<file path="src/hw/exe_pkg.sv">
`default_nettype none

package exe_pkg;

    // Datapath widths
    localparam int XLEN        = 32;
    localparam int PRF_ID_BITS = 6;
    localparam int ROB_ID_BITS = 5;
    localparam int PADDR_BITS  = 32;

    // Shift amount field of src2
    localparam int SHAMT_BITS  = 5;

    typedef logic [XLEN-1:0]        t_reg_data;
    typedef logic [PRF_ID_BITS-1:0] t_prf_id;
    typedef logic [ROB_ID_BITS-1:0] t_rob_id;
    typedef logic [PADDR_BITS-1:0]  t_paddr;
    typedef logic [SHAMT_BITS-1:0]  t_shamt;

    // Integer micro-ops, the full 4-bit space is used
    typedef enum logic [3:0] {
        U_ADD  = 4'd0,
        U_SUB  = 4'd1,
        U_AND  = 4'd2,
        U_OR   = 4'd3,
        U_XOR  = 4'd4,
        U_SLL  = 4'd5,
        U_SRL  = 4'd6,
        U_SRA  = 4'd7,
        U_SLT  = 4'd8,
        U_SLTU = 4'd9,
        U_BEQ  = 4'd10,
        U_BNE  = 4'd11,
        U_BLT  = 4'd12,
        U_BGE  = 4'd13,
        U_BLTU = 4'd14,
        U_BGEU = 4'd15
    } t_uop;

    // Operand kind for src2 and for the destination
    typedef enum logic [1:0] {
        OP_NONE = 2'd0,
        OP_REG  = 2'd1,
        OP_IMM  = 2'd2
    } t_optype;

endpackage

`default_nettype wire

</file>
<file path="src/hw/int_prf.sv">
`timescale 1ns/1ps
`default_nettype none

module int_prf #(
    parameter int NUM_PREGS = 64
) (
    input  logic                clk,
    input  logic                reset,

    input  exe_pkg::t_prf_id    rd_addr1,
    input  exe_pkg::t_prf_id    rd_addr2,
    output exe_pkg::t_reg_data  rd_data1,
    output exe_pkg::t_reg_data  rd_data2,

    input  logic                wr_en,
    input  exe_pkg::t_prf_id    wr_addr,
    input  exe_pkg::t_reg_data  wr_data
);

    exe_pkg::t_reg_data regs [NUM_PREGS];

    always_ff @(posedge clk) begin
        if (reset) begin
            for (int i = 0; i < NUM_PREGS; i++) begin
                regs[i] <= '0;
            end
        end else if (wr_en) begin
            regs[wr_addr] <= wr_data;
        end
    end

    // Write-through so a same-cycle reader sees the new value
    always_comb begin
        if (wr_en && (wr_addr == rd_addr1)) begin
            rd_data1 = wr_data;
        end else begin
            rd_data1 = regs[rd_addr1];
        end

        if (wr_en && (wr_addr == rd_addr2)) begin
            rd_data2 = wr_data;
        end else begin
            rd_data2 = regs[rd_addr2];
        end
    end

    // Writeback from EX1 must target an implemented register
    a_wr_addr_range: assert property (
        @(posedge clk) disable iff (reset)
        wr_en |-> (int'(wr_addr) < NUM_PREGS)
    ) else $error("int_prf write to pdst %0h beyond %0d entries", wr_addr, NUM_PREGS);

endmodule

`default_nettype wire

</file>
<file path="src/hw/reg_read.sv">
`timescale 1ns/1ps
`default_nettype none

module reg_read (
    input  logic                clk,
    input  logic                reset,
    input  logic                nuke,

    input  logic                iss_valid,
    input  exe_pkg::t_uop       iss_uop,
    input  exe_pkg::t_prf_id    iss_src1,
    input  exe_pkg::t_prf_id    iss_src2,
    input  exe_pkg::t_optype    iss_src2_type,
    input  exe_pkg::t_reg_data  iss_imm,
    input  exe_pkg::t_prf_id    iss_pdst,
    input  exe_pkg::t_optype    iss_dst_type,
    input  exe_pkg::t_rob_id    iss_robid,
    input  exe_pkg::t_paddr     iss_pc,

    input  exe_pkg::t_reg_data  rd_data1,
    input  exe_pkg::t_reg_data  rd_data2,

    input  logic                wb_en,
    input  exe_pkg::t_prf_id    wb_pdst,
    input  exe_pkg::t_reg_data  wb_data,

    output logic                ex0_valid,
    output exe_pkg::t_uop       ex0_uop,
    output exe_pkg::t_optype    ex0_src2_type,
    output exe_pkg::t_reg_data  ex0_imm,
    output exe_pkg::t_prf_id    ex0_pdst,
    output exe_pkg::t_optype    ex0_dst_type,
    output exe_pkg::t_rob_id    ex0_robid,
    output exe_pkg::t_paddr     ex0_pc,
    output exe_pkg::t_reg_data  ex0_src1_val,
    output exe_pkg::t_reg_data  ex0_src2_reg_val
);

    exe_pkg::t_prf_id   src1_q;
    exe_pkg::t_prf_id   src2_q;
    exe_pkg::t_reg_data rd1_q;
    exe_pkg::t_reg_data rd2_q;

    // A micro-op issued alongside nuke never enters EX0
    always_ff @(posedge clk) begin
        if (reset) begin
            ex0_valid <= 1'b0;
        end else begin
            ex0_valid <= iss_valid & ~nuke;
        end
    end

    always_ff @(posedge clk) begin
        ex0_uop       <= iss_uop;
        ex0_src2_type <= iss_src2_type;
        ex0_imm       <= iss_imm;
        ex0_pdst      <= iss_pdst;
        ex0_dst_type  <= iss_dst_type;
        ex0_robid     <= iss_robid;
        ex0_pc        <= iss_pc;
        src1_q        <= iss_src1;
        src2_q        <= iss_src2;
        rd1_q         <= rd_data1;
        rd2_q         <= rd_data2;
    end

    // EX1 result overrides the stale read for a back-to-back dependent
    always_comb begin
        ex0_src1_val     = (wb_en && (wb_pdst == src1_q)) ? wb_data : rd1_q;
        ex0_src2_reg_val = (wb_en && (wb_pdst == src2_q)) ? wb_data : rd2_q;
    end

endmodule

`default_nettype wire

</file>
<file path="src/hw/int_alu.sv">
`timescale 1ns/1ps
`default_nettype none

module int_alu (
    input  exe_pkg::t_uop       uop,
    input  logic                valid,
    input  exe_pkg::t_reg_data  src1,
    input  exe_pkg::t_reg_data  src2,
    output logic                resvld,
    output exe_pkg::t_reg_data  result
);

    exe_pkg::t_shamt shamt;
    logic            is_alu;

    assign shamt = src2[exe_pkg::SHAMT_BITS-1:0];

    always_comb begin
        is_alu = 1'b1;
        result = '0;
        case (uop)
            exe_pkg::U_ADD:  result = src1 + src2;
            exe_pkg::U_SUB:  result = src1 - src2;
            exe_pkg::U_AND:  result = src1 & src2;
            exe_pkg::U_OR:   result = src1 | src2;
            exe_pkg::U_XOR:  result = src1 ^ src2;
            exe_pkg::U_SLL:  result = src1 << shamt;
            exe_pkg::U_SRL:  result = src1 >> shamt;
            exe_pkg::U_SRA:  result = $signed(src1) >>> shamt;
            exe_pkg::U_SLT: begin
                result = {{(exe_pkg::XLEN-1){1'b0}}, $signed(src1) < $signed(src2)};
            end
            exe_pkg::U_SLTU: begin
                result = {{(exe_pkg::XLEN-1){1'b0}}, src1 < src2};
            end
            default: begin
                // Branches go to branch_unit
                is_alu = 1'b0;
            end
        endcase
    end

    assign resvld = valid & is_alu;

endmodule

`default_nettype wire

</file>
<file path="src/hw/branch_unit.sv">
`timescale 1ns/1ps
`default_nettype none

module branch_unit (
    input  logic                valid,
    input  exe_pkg::t_uop       uop,
    input  exe_pkg::t_reg_data  src1,
    input  exe_pkg::t_reg_data  src2,
    input  exe_pkg::t_paddr     pc,
    input  exe_pkg::t_reg_data  imm,
    input  exe_pkg::t_rob_id    robid,
    output logic                resvld,
    output logic                mispred_valid,
    output exe_pkg::t_rob_id    mispred_robid,
    output exe_pkg::t_paddr     mispred_target
);

    logic is_branch;
    logic taken;
    logic eq;
    logic lt_s;
    logic lt_u;

    assign eq   = (src1 == src2);
    assign lt_s = ($signed(src1) < $signed(src2));
    assign lt_u = (src1 < src2);

    always_comb begin
        is_branch = 1'b1;
        taken     = 1'b0;
        case (uop)
            exe_pkg::U_BEQ:  taken = eq;
            exe_pkg::U_BNE:  taken = ~eq;
            exe_pkg::U_BLT:  taken = lt_s;
            exe_pkg::U_BGE:  taken = ~lt_s;
            exe_pkg::U_BLTU: taken = lt_u;
            exe_pkg::U_BGEU: taken = ~lt_u;
            default:         is_branch = 1'b0;
        endcase
    end

    assign resvld = valid & is_branch;

    // Predicted not taken, so every taken branch redirects
    assign mispred_valid  = valid & is_branch & taken;
    assign mispred_robid  = robid;
    assign mispred_target = pc + imm;

endmodule

`default_nettype wire

</file>
<file path="src/hw/exe.sv">
`timescale 1ns/1ps
`default_nettype none

module exe (
    input  logic                clk,
    input  logic                reset,
    input  logic                nuke,

    input  logic                ex0_valid,
    input  exe_pkg::t_uop       ex0_uop,
    input  exe_pkg::t_optype    ex0_src2_type,
    input  exe_pkg::t_reg_data  ex0_imm,
    input  exe_pkg::t_prf_id    ex0_pdst,
    input  exe_pkg::t_optype    ex0_dst_type,
    input  exe_pkg::t_rob_id    ex0_robid,
    input  exe_pkg::t_paddr     ex0_pc,
    input  exe_pkg::t_reg_data  ex0_src1_val,
    input  exe_pkg::t_reg_data  ex0_src2_reg_val,

    output logic                br_mispred_valid,
    output exe_pkg::t_rob_id    br_mispred_robid,
    output exe_pkg::t_paddr     br_mispred_target,

    output logic                wb_en,
    output exe_pkg::t_prf_id    wb_pdst,
    output exe_pkg::t_reg_data  wb_data,

    output logic                rob_valid,
    output exe_pkg::t_rob_id    rob_robid,
    output logic                rob_mispred
);

    exe_pkg::t_reg_data src2_val;
    exe_pkg::t_reg_data alu_result;
    exe_pkg::t_reg_data result_ex0;
    logic               alu_resvld;
    logic               br_resvld;

    logic               ex1_valid;
    logic               ex1_mispred;
    exe_pkg::t_optype   ex1_dst_type;
    exe_pkg::t_prf_id   ex1_pdst;
    exe_pkg::t_rob_id   ex1_robid;
    exe_pkg::t_reg_data ex1_result;

    always_comb begin
        case (ex0_src2_type)
            exe_pkg::OP_REG: src2_val = ex0_src2_reg_val;
            exe_pkg::OP_IMM: src2_val = ex0_imm;
            default:         src2_val = '0;
        endcase
    end

    int_alu i_int_alu (
        .uop    (ex0_uop),
        .valid  (ex0_valid),
        .src1   (ex0_src1_val),
        .src2   (src2_val),
        .resvld (alu_resvld),
        .result (alu_result)
    );

    // Compares use both register values, imm only feeds the target
    branch_unit i_branch_unit (
        .valid          (ex0_valid),
        .uop            (ex0_uop),
        .src1           (ex0_src1_val),
        .src2           (ex0_src2_reg_val),
        .pc             (ex0_pc),
        .imm            (ex0_imm),
        .robid          (ex0_robid),
        .resvld         (br_resvld),
        .mispred_valid  (br_mispred_valid),
        .mispred_robid  (br_mispred_robid),
        .mispred_target (br_mispred_target)
    );

    assign result_ex0 = alu_resvld ? alu_result : '0;

    always_ff @(posedge clk) begin
        if (reset) begin
            ex1_valid   <= 1'b0;
            ex1_mispred <= 1'b0;
        end else begin
            ex1_valid   <= ex0_valid & ~nuke;
            ex1_mispred <= br_mispred_valid;
        end
    end

    always_ff @(posedge clk) begin
        ex1_dst_type <= ex0_dst_type;
        ex1_pdst     <= ex0_pdst;
        ex1_robid    <= ex0_robid;
        ex1_result   <= result_ex0;
    end

    assign wb_en       = ex1_valid && (ex1_dst_type == exe_pkg::OP_REG);
    assign wb_pdst     = ex1_pdst;
    assign wb_data     = ex1_result;
    assign rob_valid   = ex1_valid;
    assign rob_robid   = ex1_robid;
    assign rob_mispred = ex1_mispred;

    // Each valid micro-op is claimed by exactly one execution unit
    a_result_onehot: assert property (
        @(posedge clk) disable iff (reset)
        ex0_valid |-> $onehot({alu_resvld, br_resvld})
    ) else $error("exe result valid not one-hot for uop %0h", ex0_uop);

endmodule

`default_nettype wire

</file>
<file path="src/hw/exe_core.sv">
`timescale 1ns/1ps
`default_nettype none

module exe_core #(
    parameter int NUM_PREGS = 64
) (
    input  logic                clk,
    input  logic                reset,
    input  logic                nuke,

    input  logic                iss_valid,
    input  exe_pkg::t_uop       iss_uop,
    input  exe_pkg::t_prf_id    iss_src1,
    input  exe_pkg::t_prf_id    iss_src2,
    input  exe_pkg::t_optype    iss_src2_type,
    input  exe_pkg::t_reg_data  iss_imm,
    input  exe_pkg::t_prf_id    iss_pdst,
    input  exe_pkg::t_optype    iss_dst_type,
    input  exe_pkg::t_rob_id    iss_robid,
    input  exe_pkg::t_paddr     iss_pc,

    output logic                br_mispred_valid,
    output exe_pkg::t_rob_id    br_mispred_robid,
    output exe_pkg::t_paddr     br_mispred_target,

    output logic                wb_en,
    output exe_pkg::t_prf_id    wb_pdst,
    output exe_pkg::t_reg_data  wb_data,

    output logic                rob_valid,
    output exe_pkg::t_rob_id    rob_robid,
    output logic                rob_mispred
);

    exe_pkg::t_reg_data rd_data1;
    exe_pkg::t_reg_data rd_data2;

    logic               ex0_valid;
    exe_pkg::t_uop      ex0_uop;
    exe_pkg::t_optype   ex0_src2_type;
    exe_pkg::t_reg_data ex0_imm;
    exe_pkg::t_prf_id   ex0_pdst;
    exe_pkg::t_optype   ex0_dst_type;
    exe_pkg::t_rob_id   ex0_robid;
    exe_pkg::t_paddr    ex0_pc;
    exe_pkg::t_reg_data ex0_src1_val;
    exe_pkg::t_reg_data ex0_src2_reg_val;

    // Read ports addressed straight from issue
    int_prf #(
        .NUM_PREGS (NUM_PREGS)
    ) i_int_prf (
        .clk      (clk),
        .reset    (reset),
        .rd_addr1 (iss_src1),
        .rd_addr2 (iss_src2),
        .rd_data1 (rd_data1),
        .rd_data2 (rd_data2),
        .wr_en    (wb_en),
        .wr_addr  (wb_pdst),
        .wr_data  (wb_data)
    );

    reg_read i_reg_read (
        .clk              (clk),
        .reset            (reset),
        .nuke             (nuke),
        .iss_valid        (iss_valid),
        .iss_uop          (iss_uop),
        .iss_src1         (iss_src1),
        .iss_src2         (iss_src2),
        .iss_src2_type    (iss_src2_type),
        .iss_imm          (iss_imm),
        .iss_pdst         (iss_pdst),
        .iss_dst_type     (iss_dst_type),
        .iss_robid        (iss_robid),
        .iss_pc           (iss_pc),
        .rd_data1         (rd_data1),
        .rd_data2         (rd_data2),
        .wb_en            (wb_en),
        .wb_pdst          (wb_pdst),
        .wb_data          (wb_data),
        .ex0_valid        (ex0_valid),
        .ex0_uop          (ex0_uop),
        .ex0_src2_type    (ex0_src2_type),
        .ex0_imm          (ex0_imm),
        .ex0_pdst         (ex0_pdst),
        .ex0_dst_type     (ex0_dst_type),
        .ex0_robid        (ex0_robid),
        .ex0_pc           (ex0_pc),
        .ex0_src1_val     (ex0_src1_val),
        .ex0_src2_reg_val (ex0_src2_reg_val)
    );

    exe i_exe (
        .clk               (clk),
        .reset             (reset),
        .nuke              (nuke),
        .ex0_valid         (ex0_valid),
        .ex0_uop           (ex0_uop),
        .ex0_src2_type     (ex0_src2_type),
        .ex0_imm           (ex0_imm),
        .ex0_pdst          (ex0_pdst),
        .ex0_dst_type      (ex0_dst_type),
        .ex0_robid         (ex0_robid),
        .ex0_pc            (ex0_pc),
        .ex0_src1_val      (ex0_src1_val),
        .ex0_src2_reg_val  (ex0_src2_reg_val),
        .br_mispred_valid  (br_mispred_valid),
        .br_mispred_robid  (br_mispred_robid),
        .br_mispred_target (br_mispred_target),
        .wb_en             (wb_en),
        .wb_pdst           (wb_pdst),
        .wb_data           (wb_data),
        .rob_valid         (rob_valid),
        .rob_robid         (rob_robid),
        .rob_mispred       (rob_mispred)
    );

endmodule

`default_nettype wire

</file>
<file path="config.mk">
export PLATFORM = sky130hd
export DESIGN_NAME = exe_core
export DESIGN_NICKNAME = d
export VERILOG_FILES = /design/src/hw/exe_pkg.sv /design/src/hw/int_prf.sv /design/src/hw/reg_read.sv /design/src/hw/int_alu.sv /design/src/hw/branch_unit.sv /design/src/hw/exe.sv /design/src/hw/exe_core.sv
export SDC_FILE = /design/constraint.sdc
export NUM_CORES = 2
export LEC_CHECK = 0
export BUFFER_PORTS_ARGS = -buffer_cell sky130_fd_sc_hd__buf_4
export CAP_MARGIN = 10
export CORE_ASPECT_RATIO = 0.75
export CORE_MARGIN = 3
export CORE_UTILIZATION = 25
export DETAILED_ROUTE_END_ITERATION = 8
export MAX_ROUTING_LAYER = met4
export PLACE_DENSITY = 0.38
export RECOVER_POWER = 50
export SETUP_SLACK_MARGIN = 0.15
export SLEW_MARGIN = 10
export SYNTH_ARGS = -nofsm -noshare
export SYNTH_HDL_FRONTEND = slang
export SYNTH_HIERARCHICAL = 1
export SYNTH_SLANG_ARGS = --single-unit
</file>
<file path="constraint.sdc">
create_clock -name clk -period 9.2 [get_ports clk]
set_input_delay 1.38 -clock clk [delete_from_list [all_inputs] [get_ports clk]]
set_output_delay 1.38 -clock clk [all_outputs]
set_load 0.02 [all_outputs]
</file>
=== Word level (Yosys, flattened, before mapping) ===
Memories as Yosys holds them, arrays and structs flattened.
Cells that the tools add are included.

* Add/sub/neg operators: 3
* $lt $le $gt $ge: 4
* Equal/unequal tests: 23
* Shift operators: 3
* Muxes and demuxes: 17
* Bitwise gates (word level): 12
* Reduce and logical (&&, ||, !) cells: 9

{| class="wikitable"
|+ Operator list
! operator !! number
|-
| case mux 32 bit (10 select lines) || 1
|-
| 2-to-1 mux 32 bit || 5
|-
| less-than comparator 32 bit || 4
|-
| adder 32 bit || 2
|-
| case mux 32 bit (2 select lines) || 1
|-
| bitwise AND 32 bit || 1
|-
| == test 32 bit || 1
|-
| == test 4 bit, second input constant || 8
|-
| OR 32 bit || 1
|-
| OR reduction 32 bit || 1
|-
| left shift 32 x 5 -> 32 bit || 1
|-
| right shift 32 x 5 -> 32 bit || 1
|-
| >>> shifter 32 x 5 -> 32 bit || 1
|-
| subtractor 32 bit || 1
|-
| XOR 32 bit || 1
|-
| == test 6 bit || 4
|-
| == test 4 x 3 -> 1 bit, second input constant || 4
|-
| OR reduction 10 bit || 1
|-
| == test 4 x 2 -> 1 bit, second input constant || 2
|-
| 2-to-1 mux 1 bit || 8
|-
| 2-to-1 mux 6 bit || 1
|-
| case mux 1 bit (6 select lines) || 1
|-
| OR reduction 6 bit || 1
|-
| bitwise AND 1 bit || 5
|-
| other kinds (6) || 14
|}

* Flip-flop bits (word level): 207
* RAM bits: 2048
* Output and inout bits: 84
* Word-level logic and storage cells: 90
* Memories kept: 1

{| class="wikitable"
|+ Memories
! memory !! depth !! width !! read ports !! clocked after Yosys merged registers in !! write ports !! RTL line !! RTL
|-
| i_int_prf.regs || 64 || 32 || 2 || 0 || 64 || int_prf.sv:20 || <nowiki>exe_pkg::t_reg_data regs [NUM_PREGS];</nowiki>
|}

=== Longest topological paths before layout ===
* Depth in word-level cells: 8
* Mapped depth: 23
* Gate-level depth less buffers: 20

=== Cells and area by module ===
Netlist, hierarchy kept.

{| class="wikitable"
|+ By module, submodules not included
! module !! times used !! cells an instance !! area an instance (um2) !! sequential area each (um2)
|-
| int_prf || 1 || 7377 || 109872.9 || 61499.0
|-
| int_alu || 1 || 1165 || 8182.8 || 0.0
|-
| reg_read || 1 || 247 || 4159.0 || 3203.1
|-
| branch_unit || 1 || 352 || 2552.4 || 0.0
|-
| exe || 1 || 163 || 1639.1 || 940.9
|}

=== Worst setup path before layout ===
OpenSTA, ideal clock, no wires.

* Path type: register -> register
* From: register i_exe.ex1_valid (netlist: i_exe/rob_valid)
* To: register i_exe.ex1_result[0] (netlist: i_exe/wb_data[0])
* Library setup time: 0.115 ns
* Data arrival time: 5.500 ns
* Path slack: 3.585 ns
* Cell stages (with the launch flop): 24
* Buffers on the path: 4
* Clock period less this slack: 5.615 ns
* Cell sequence: dfxtp_1 nand2_1 nor2_1 nand4_1 nor4_4 buf_6 mux2_1 a22oi_1 nor2_1 inv_1 buf_1 buf_1 ha_1 buf_2 nor3_1 o311ai_1 a21oi_1 a211oi_2 a2111oi_4 a21oi_2 a21oi_1 nand2b_1 a41o_1 and2_1

* Word-level cells in the longest chain between the ends: 6

{| class="wikitable"
|+ RTL lines
! what !! RTL line !! RTL
|-
| from (decl) || exe.sv:39 || <nowiki>logic ex1_valid;</nowiki>
|-
| from (signal assigned) || exe.sv:85 || <nowiki>ex1_valid <= ex0_valid & ~nuke;</nowiki>
|-
| logical AND 1 bit * || exe.sv:97 || <nowiki>assign wb_en = ex1_valid && (ex1_dst_type == exe_pkg::OP_REG);</nowiki>
|-
| net wb_en || exe_core.sv:26 || <nowiki>output logic wb_en,</nowiki>
|-
| logical AND 1 bit * || reg_read.sv:70 || <nowiki>ex0_src2_reg_val = (wb_en && (wb_pdst == src2_q)) ? wb_data : rd2_q;</nowiki>
|-
| 2-to-1 mux 32 bit * || reg_read.sv:70 ||
|-
| net ex0_src2_reg_val[2] || exe_core.sv:47 || <nowiki>exe_pkg::t_reg_data ex0_src2_reg_val;</nowiki>
|-
| case mux 32 bit (2 select lines) * || exe.sv:47 || <nowiki>case (ex0_src2_type)</nowiki>
|-
| net i_exe.src2_val[2] || exe.sv:33 || <nowiki>exe_pkg::t_reg_data src2_val;</nowiki>
|-
| less-than comparator 32 bit, or another cell as far along || int_alu.sv:34 || <nowiki>result = {{(exe_pkg::XLEN-1){1'b0}}, src1 < src2};</nowiki>
|-
| case mux 32 bit (10 select lines) * || int_alu.sv:21 || <nowiki>case (uop)</nowiki>
|-
| net i_exe.alu_result[0] || exe.sv:34 || <nowiki>exe_pkg::t_reg_data alu_result;</nowiki>
|-
| to (signal assigned) || exe.sv:94 || <nowiki>ex1_result <= result_ex0;</nowiki>
|-
| to (decl) || exe.sv:44 || <nowiki>exe_pkg::t_reg_data ex1_result;</nowiki>
|}

Mark *: on every way through the listed nets, which the timed path passes. The rest lies on a longest branch.
A chain may end at the register's enable or synchronous reset.

==> summary.txt <==
via count = 90400
HPWL Detailed = 450000 um
DP Worst Slack = 2240 ps
Post-DP Area = 136000 um2
share of layout cells above drive strength 1 = 21.6%
status = finished, violations left
root buf cell = clkbuf_16
Peak supply drop = 0.000134 V
Final Cycle Share = 95.0%
CP startpoint kind = primary input
Area growth syn-to-layout = 13.9%
Final Skew = 73.9 ps
leakage power = 0.0498 uW
fin crit period = 8740 ps
initial antenna violation count = 157
failing checks = max-capacitance violations, max-slew violations
clock latency on the worst-skew pair = 1010 ps
worst rel slew slack = -268%
DR iter-0 viols = 14400
die height = 622 um
worst slew pin tran = 5520 ps
critical path required time = 9680 ps
max_cap viols = 101
Num CTS Buffers = 267
Crit Path Class = in2reg
Max Fclk = 114 MHz
chip width = 827 um
fin nets = 9431
final setup fails = 0
TNS Setup = 0 ps
Hold-fix buffers, CTS = 0
port bufs = 182
Syn Nets = 9568
DRT antenna net count = 0
final hold vios = 0
Final Wtd Congestion = 0.951
Yosys Warn Count = 6
postcts setup bufs = 0
cts repair resizes = 0
total wire length = 673000 um
worst-path maximum fanout = 40
DIE AREA = 514000 um2
Slowest Stage Delay on Critical Path = 3450 ps
num ports = 183
first-pass GRT wire length = 876000 um
PwrDens = 189 nW/um2
vias per cell = 5.59
cell mode on critical path = clkbuf_1
CTS Buffer Depth = 4
gr ovfl total = 0
CTS H-tree depth = 5
crit path capture type = register
final instance area = 144000 um2
Post-Syn Area = 126000 um2
Slew Limit Fails = 2828
Worst-path clk slew = 60 ps
syn_area_per_cell = 13.6 um2
vias in the first global route = 86600
unrepaired setup endpoints after global routing = false
Critical Path AT = 9220 ps
gr usage total = 26.1%
per-cell routed wire length = 41.6 um
DRC viols = 0
Hold Path Class = reg2reg
Max stage delay cell, worst path = clkbuf_1
setup slack after layout = 459 ps
first-pass iteration count of the detailed router = 8
CTS tree = yes
starting density of the core = 25.2%
area of the core = 502000 um2
WHS = 352 ps
Synth Instances = 9303
Final Core Density = 28.7%
CTS Sinks = 2255
cell chain of the critical path = clkbuf_1 -> clkbuf_1 -> or2_1
largest net degree at the start of global routing = 110
Rows = 225
layout by cell type, fill, tap and decap left out, types with 24 or more instances in the layout:
master and instances:
a211o_1 29, a211oi_1 25, a21o_1 34, a21oi_1 190, a221o_1 27, a221oi_1 58, a22o_1 24, a22oi_1 266
and2_0 865, and2_1 1244, buf_4 303, clkbuf_1 169, clkbuf_16 281, clkbuf_4 80, clkinv_1 54, clkinv_2 30
dfxtp_1 195, diode_2 111, edfxtp_1 2048, ha_1 163, inv_1 140, mux2_2 82, mux2i_1 399, mux4_2 985
nand2_1 224, nand2b_1 29, nand3_1 181, nand4_1 52, nor2_1 266, nor2_4 52, nor2b_1 36, nor3_1 52
o211ai_1 36, o21ai_0 122, o221ai_1 47, o22ai_1 41, or2_4 41, xnor2_1 47, xor2_1 26
layer usage:
| metal | global-route usage [%] | vias up | share of wire [%] |
|---|---|---|---|
| li1 | - | 35200 | - |
| met4 | 6.86 | 0 | 3.2 |
| met5 | - | - | 0 |
| met1 | 37.3 | 48700 | 44 |
| met2 | 35.1 | 5539 | 41 |
| met3 | 8.35 | 860 | 12 |
path summary, 6_finish.rpt:
| kind | startpoint | to | slack (ps) | cells after the start |
|---|---|---|---|---|
| max | reset | i_int_prf/regs[34][18]$_SDFFCE_PN0P_ | 460 | 3 |
| min | i_reg_read/ex0_dst_type[0]$_DFF_P_ | i_exe/ex1_dst_type[0]$_DFF_P_ | 350 | 0 |
| max reg2reg | i_exe/rob_valid$_SDFF_PP0_ | i_exe/wb_data[21]$_SDFF_PN0_ | 1710 | 20 |
| min reg2reg | i_reg_read/ex0_dst_type[0]$_DFF_P_ | i_exe/ex1_dst_type[0]$_DFF_P_ | 350 | 0 |
area by class of cell:
class / instances / area, um2
fill: 50800 / 358000
sequential: 2255 / 65700
multi-input combinational: 5977 / 56700
tap: 6696 / 8380
clock buffer: 342 / 7330
timing repair buffer: 519 / 3690
clock inverter: 134 / 1300
inverter: 146 / 548
antenna: 111 / 278
metrics by stage:
stage          cells  total power, uW
6_report       16200            27200
5_1_grt        16100            27900
4_1_cts        16100            27300
3_5_place_dp   15600            16200
3_3_place_gp   15600            16300
2_1_floorplan   9303            14200
registers in the layout (all words and copies together), names as in the netlist, 4 cells and up:
signal	flops
i_reg_read/rd2_q	32
i_reg_read/src2_q	6
i_reg_read/ex0_uop	4
i_exe/wb_data	32
i_int_prf/regs	2048
i_reg_read/src1_q	6
i_reg_read/ex0_robid	5
i_reg_read/ex0_imm	32
i_exe/wb_pdst	6
i_reg_read/ex0_pdst	6
i_reg_read/rd1_q	32
i_exe/rob_robid	5
i_reg_read/ex0_pc	32
where the power goes:
group | internal, uW | switching, uW
clock | 6250 | 4790
sequential | 11500 | 283
combinational | 1400 | 2950
critical path: cells and delay by family:
kind	cells	cell delay, ps
AND/OR/NAND/NOR	1	2450
buffers and inverters	2	5260
(Power assumes the default switching activity.)
